**src/logic/sram_pkg.sv**
```systemverilog
package sram_pkg;

  ////////////////////////////////////////
  // Memory word layout
  ////////////////////////////////////////

  // Byte lanes in one 32-bit memory word
  localparam int BYTE_LANES = 4;

  // Address bits that select a lane inside a word
  localparam int LANE_BITS = $clog2(BYTE_LANES);

  // One write enable per byte lane
  typedef logic [BYTE_LANES-1:0] byte_en_t;

  ////////////////////////////////////////
  // Default slave
  ////////////////////////////////////////

  // Idle, or in the second cycle of the ERROR response
  typedef enum logic {
    DFLT_IDLE = 1'b0,
    DFLT_ERR2 = 1'b1
  } dflt_state_t;

endpackage

```
**src/logic/ahb_pkg.sv**
```systemverilog
package ahb_pkg;

  ////////////////////////////////////////
  // Bus widths
  ////////////////////////////////////////

  localparam int HADDR_WIDTH = 32;
  localparam int HDATA_WIDTH = 32;

  // Byte address and data word as seen on the bus
  typedef logic [HADDR_WIDTH-1:0] haddr_t;
  typedef logic [HDATA_WIDTH-1:0] hdata_t;

  ////////////////////////////////////////
  // Transfer encodings
  ////////////////////////////////////////

  // Transfer size, only sizes up to one word are used on a 32-bit bus
  typedef logic [2:0] hsize_t;

  localparam hsize_t HSIZE_BYTE  = 3'b000;
  localparam hsize_t HSIZE_HWORD = 3'b001;
  localparam hsize_t HSIZE_WORD  = 3'b010;

  // Transfer type
  typedef enum logic [1:0] {
    IDLE   = 2'b00,
    BUSY   = 2'b01,
    NONSEQ = 2'b10,
    SEQ    = 2'b11
  } htrans_t;

  // Slave response, AHB-Lite drops RETRY and SPLIT
  typedef logic hresp_t;

  localparam hresp_t HRESP_OKAY  = 1'b0;
  localparam hresp_t HRESP_ERROR = 1'b1;

endpackage
```
**src/logic/ahb_decoder.sv**
```systemverilog
`timescale 1ns/1ns

module ahb_decoder #(
  parameter int BANK_DEPTH = 256
) (
  input  logic             HCLK,
  input  logic             HRESETn,
  input  logic             HSEL,
  input  ahb_pkg::haddr_t  HADDR,
  input  ahb_pkg::htrans_t HTRANS,
  input  logic             HREADY,
  output logic             sel_bank0,
  output logic             sel_bank1,
  input  ahb_pkg::hdata_t  hrdata0,
  input  logic             hreadyout0,
  input  ahb_pkg::hresp_t  hresp0,
  input  ahb_pkg::hdata_t  hrdata1,
  input  logic             hreadyout1,
  input  ahb_pkg::hresp_t  hresp1,
  output ahb_pkg::hdata_t  HRDATA,
  output logic             HREADYOUT,
  output ahb_pkg::hresp_t  HRESP
);

  // Bytes per bank, bank 1 starts right after bank 0
  localparam int BANK_BYTES = sram_pkg::BYTE_LANES * BANK_DEPTH;

  logic                  hit0;
  logic                  hit1;
  logic                  sel_dflt;
  logic                  own0;
  logic                  own1;
  sram_pkg::dflt_state_t dflt_state;
  logic                  dflt_ready;
  ahb_pkg::hresp_t       dflt_resp;

  ////////////////////////////////////////
  // Address decode
  ////////////////////////////////////////

  assign hit0      = HADDR < ahb_pkg::haddr_t'(BANK_BYTES);
  assign hit1      = (HADDR >= ahb_pkg::haddr_t'(BANK_BYTES)) &&
                     (HADDR < ahb_pkg::haddr_t'(2 * BANK_BYTES));
  assign sel_bank0 = HSEL && hit0;
  assign sel_bank1 = HSEL && hit1;
  assign sel_dflt  = HSEL && !hit0 && !hit1;

  // Owner of the data phase, none after reset
  always_ff @(posedge HCLK or negedge HRESETn) begin
    if (!HRESETn) begin
      own0 <= 1'b0;
      own1 <= 1'b0;
    end else if (HREADY) begin
      own0 <= sel_bank0;
      own1 <= sel_bank1;
    end
  end

  ////////////////////////////////////////
  // Default slave
  ////////////////////////////////////////

  // Two-cycle ERROR for unmapped transfers
  // IDLE and BUSY fall through with a zero-wait OKAY
  always_ff @(posedge HCLK or negedge HRESETn) begin
    if (!HRESETn) begin
      dflt_state <= sram_pkg::DFLT_IDLE;
      dflt_ready <= 1'b1;
      dflt_resp  <= ahb_pkg::HRESP_OKAY;
    end else begin
      case (dflt_state)
        sram_pkg::DFLT_ERR2: begin
          // Second cycle, release the bus but keep ERROR
          dflt_state <= sram_pkg::DFLT_IDLE;
          dflt_ready <= 1'b1;
          dflt_resp  <= ahb_pkg::HRESP_ERROR;
        end
        default: begin
          if (HREADY && sel_dflt &&
              (HTRANS == ahb_pkg::NONSEQ || HTRANS == ahb_pkg::SEQ)) begin
            dflt_state <= sram_pkg::DFLT_ERR2;
            dflt_ready <= 1'b0;
            dflt_resp  <= ahb_pkg::HRESP_ERROR;
          end else begin
            dflt_ready <= 1'b1;
            dflt_resp  <= ahb_pkg::HRESP_OKAY;
          end
        end
      endcase
    end
  end

  ////////////////////////////////////////
  // Response mux
  ////////////////////////////////////////

  always_comb begin
    if (own0) begin
      HRDATA    = hrdata0;
      HREADYOUT = hreadyout0;
      HRESP     = hresp0;
    end else if (own1) begin
      HRDATA    = hrdata1;
      HREADYOUT = hreadyout1;
      HRESP     = hresp1;
    end else begin
      HRDATA    = '0;
      HREADYOUT = dflt_ready;
      HRESP     = dflt_resp;
    end
  end

  // Banks must not overlap in the map
  a_one_bank : assert property (
    @(posedge HCLK) disable iff (!HRESETn)
    $onehot0({sel_bank0, sel_bank1})
  );

endmodule

```
**config.mk**
```make
export PLATFORM = sky130hd
export DESIGN_NAME = ahb_decoder
export DESIGN_NICKNAME = d
export VERILOG_FILES = /design/src/logic/sram_pkg.sv /design/src/logic/ahb_pkg.sv /design/src/logic/ahb_decoder.sv
export SDC_FILE = /design/constraint.sdc
export NUM_CORES = 1
export LEC_CHECK = 0
export BUFFER_PORTS_ARGS = -buffer_cell sky130_fd_sc_hd__buf_4
export CORE_UTILIZATION = 24
export DETAILED_ROUTE_END_ITERATION = 12
export PLACE_DENSITY_LB_ADDON = 0.12
export SYNTH_ARGS = -nofsm -noshare
export SYNTH_HDL_FRONTEND = slang
export SYNTH_SLANG_ARGS = --single-unit
```
**constraint.sdc**
```tcl
create_clock -name HCLK -period 1.4 [get_ports HCLK]
set_clock_uncertainty 0.1 [all_clocks]
set_input_delay 0.21 -clock HCLK [delete_from_list [all_inputs] [get_ports HCLK]]
set_output_delay 0.21 -clock HCLK [all_outputs]
set_load 0.05 [all_outputs]
```
==> metrics <==
status=finished with violations; failing checks=setup timing; H-tree depth=1; unrepaired setup endpoints after global routing=yes; Total Power=approximately 0.65 mW; Max transition margin=roughly 80%; leakage power total=between 1 and 1.5 nW; post-synth cell types=24; Post-DRT Antenna Nets=0; Hold Path Class=input pin to register; Hold Path End=own0; Post-Place Cells=244; DRC viols=0; startpoint types=register; Synth warnings=0; Initial Util=between 20% and 30%; Tmin final=between 1500 and 2000 ps; die area=0.00306 mm2; VDD IR-drop max=~0.00032 V; largest fanout on the critical path=8; vias=roughly 1400; hold path depth=3; die span in x=55.4 um; Seq cells post-synth=5; Total GRT Usage=25.4%; period utilisation layout=123%; Root Driver=clkbuf_4; Die Y=between 50 and 60 um; worst endpoint data arrival time=about 1400 ps; Peak Freq=579 MHz; Clock Path Buffers=2; Port Buf Inserts=130; final hold violation count=0; grt total ovfl=0; Ports=142; share of layout cells above drive strength 1=approximately 90%; first-pass GRT wire length=6200 um; cts bufs inserted=3; largest area contributor in the netlist=a22o_1; PwrDens=between 200 and 300 mW/mm2; WL/cell=~23 um; CTS tree=yes; Avg Cell Area, Syn=8.54 um2; Detail Placement HPWL=around 3400 um; area of the core=around 0.0026 mm2; number of global-route vias before repair=around 1400; n_diodes=0; sequential area share after synthesis=18.5%; num rows=18; Post-Syn Instances=80; Finish-stage setup viols=36; syn_nets=roughly 190; Data required, critical path=about 1100 ps; final worst-path setup slack=-329 ps; RD Place Congestion=~0.7; R2R depth=4; Max Cap Viol=0; pin count of the biggest net entering global routing=22; R2R Setup Slk=between 300 and 400 ps; Worst-Skew Late Latency=240 ps; min-delay src=HREADY; crit path kind=register to output pin; post-route non-filler standard cell count=roughly 250; CP Capture Type=output pin; Least-Margin Pin Slew=between 300 and 400 ps; R2R Path End=own1; final wirelength=5900 um; DR pass1 iterations=4; initial antenna violation count=0; Slew Viols, Final=0; mapped cell area=between 600 and 700 um2; clk sink count=5; post-route setup TNS=-10280 ps; Worst-path clk slew=50 ps; Place WS=-209 ps; initial DRC count=61; top cells by area, synth=a22o_1 38%, dfrtp_1 15%, nor4_4 6.2%, dfstp_2 3.8%, buf_2 3.7%; DR vias/cell=between 5 and 6; post-synth top area share=38.5%; synthesis-to-finish area growth=254%; layout net count=330; reg2reg start=own1
[flip-flops by register name, indices dropped and copies added (netlist names)]
register,count
dflt_ready,1
dflt_resp,1
dflt_state,1
own0,1
own1,1
[stage by stage]
step                      hold WS [ps]  cell area [um2]  util (%)
after floorplan                   -186             1020         -
after global placement           -88.3             2100      81.0
after detailed placement         -87.8             2100      81.0
after CTS                          141             2240      86.7
after global routing               203             2420      93.3
final                              181             2420      93.3
[placed cells by master (no fill, tap or decap), drive strengths merged]
cell and n:
and2 1, o31a 1, nor2b 1, nand4 3, nor4 6, o21a 1
nand2 7, mux2i 2, inv 2, nand2b 3, dfrtp 4, nor2 2
a22o 30, buf 145, dlygate4sd3 1, nand3 1, nor3 1, o21ai 7
clkbuf 4, dfstp 1
[Yosys cell counts]
cell type and number:
nand2_1 6, dfstp_2 1, o21a_1 1, nor4_4 2
o31a_1 1, nor2_1 2, nor3_1 1, clkbuf_1 2
o21ai_0 4, nand4_2 1, nor4_2 2, inv_1 2
a22o_1 30, mux2i_1 2, nand4_1 2, nand2b_1 3
o21ai_1 3, and2_1 1, dfrtp_1 4, nand3_1 1
nand2_2 1, buf_2 5, nor2b_1 1, nor4_1 2
[worst max path at each step]
stage	to	start	slack, ps	cells past startpoint
after detailed placement	sel_bank1	HADDR[30]	-210	5
after CTS	HRDATA[14]	own0	-300	3
after global routing	HRDATA[2]	own0	-360	4
after global placement	sel_bank0	HADDR[30]	-140	5
after floorplan	sel_bank0	HADDR[30]	-240	3
final	HRDATA[4]	own0	-330	4
[routing by layer]
layer	global-route usage (%)	vias up	share of wire, %
met5	0	-	0
met4	7.50	0	5.3
met3	6.56	32	8.0
met2	53.9	115	55
met1	22.5	664	32
li1	-	612	-
[cell type report]
| cell class | instances | area [um2] |
|---|---|---|
| inverter | 2 | 7.51 |
| fill | 80 | 173 |
| multi-input combinational | 66 | 903 |
| clock buffer | 4 | 26.3 |
| sequential | 5 | 128 |
| tap | 30 | 37.5 |
| timing repair buffer | 146 | 1320 |
[timing repair]
| item | CTS | global route |
|---|---|---|
| endpoints found under the setup margin | 36 | 36 |
| pin swaps | 2 | 2 |
| setup buffers | 1 | 3 |
| hold buffers | 1 | 0 |
| hold endpoints to repair | 5 | 0 |
| gates resized for setup | 25 | 39 |
[power breakdown]
group / switching, mW / internal [mW] / total (mW)
Sequential: 0.00299 / 0.150 / 0.153
Combinational: 0.127 / 0.198 / 0.325
Clock: 0.0626 / 0.108 / 0.171
[worst max-delay path, stage by stage, from the launching register on]
cell and delay (ps):
dfrtp_2 440, nor2b_4 190, buf_4 220, a22o_4 140
buf_4 190
[logic make-up (layout without fill, tap and decap cells)]
family          Yosys count  after routing  synth area share [%]
buf+inv                   9            152                  5.86
compound gates           39             39                  46.0
flops                     5              5                  18.5
mux                       2              2                  2.93
simple gates             25             25                  26.7
Power figures use the tool's default switching activity.
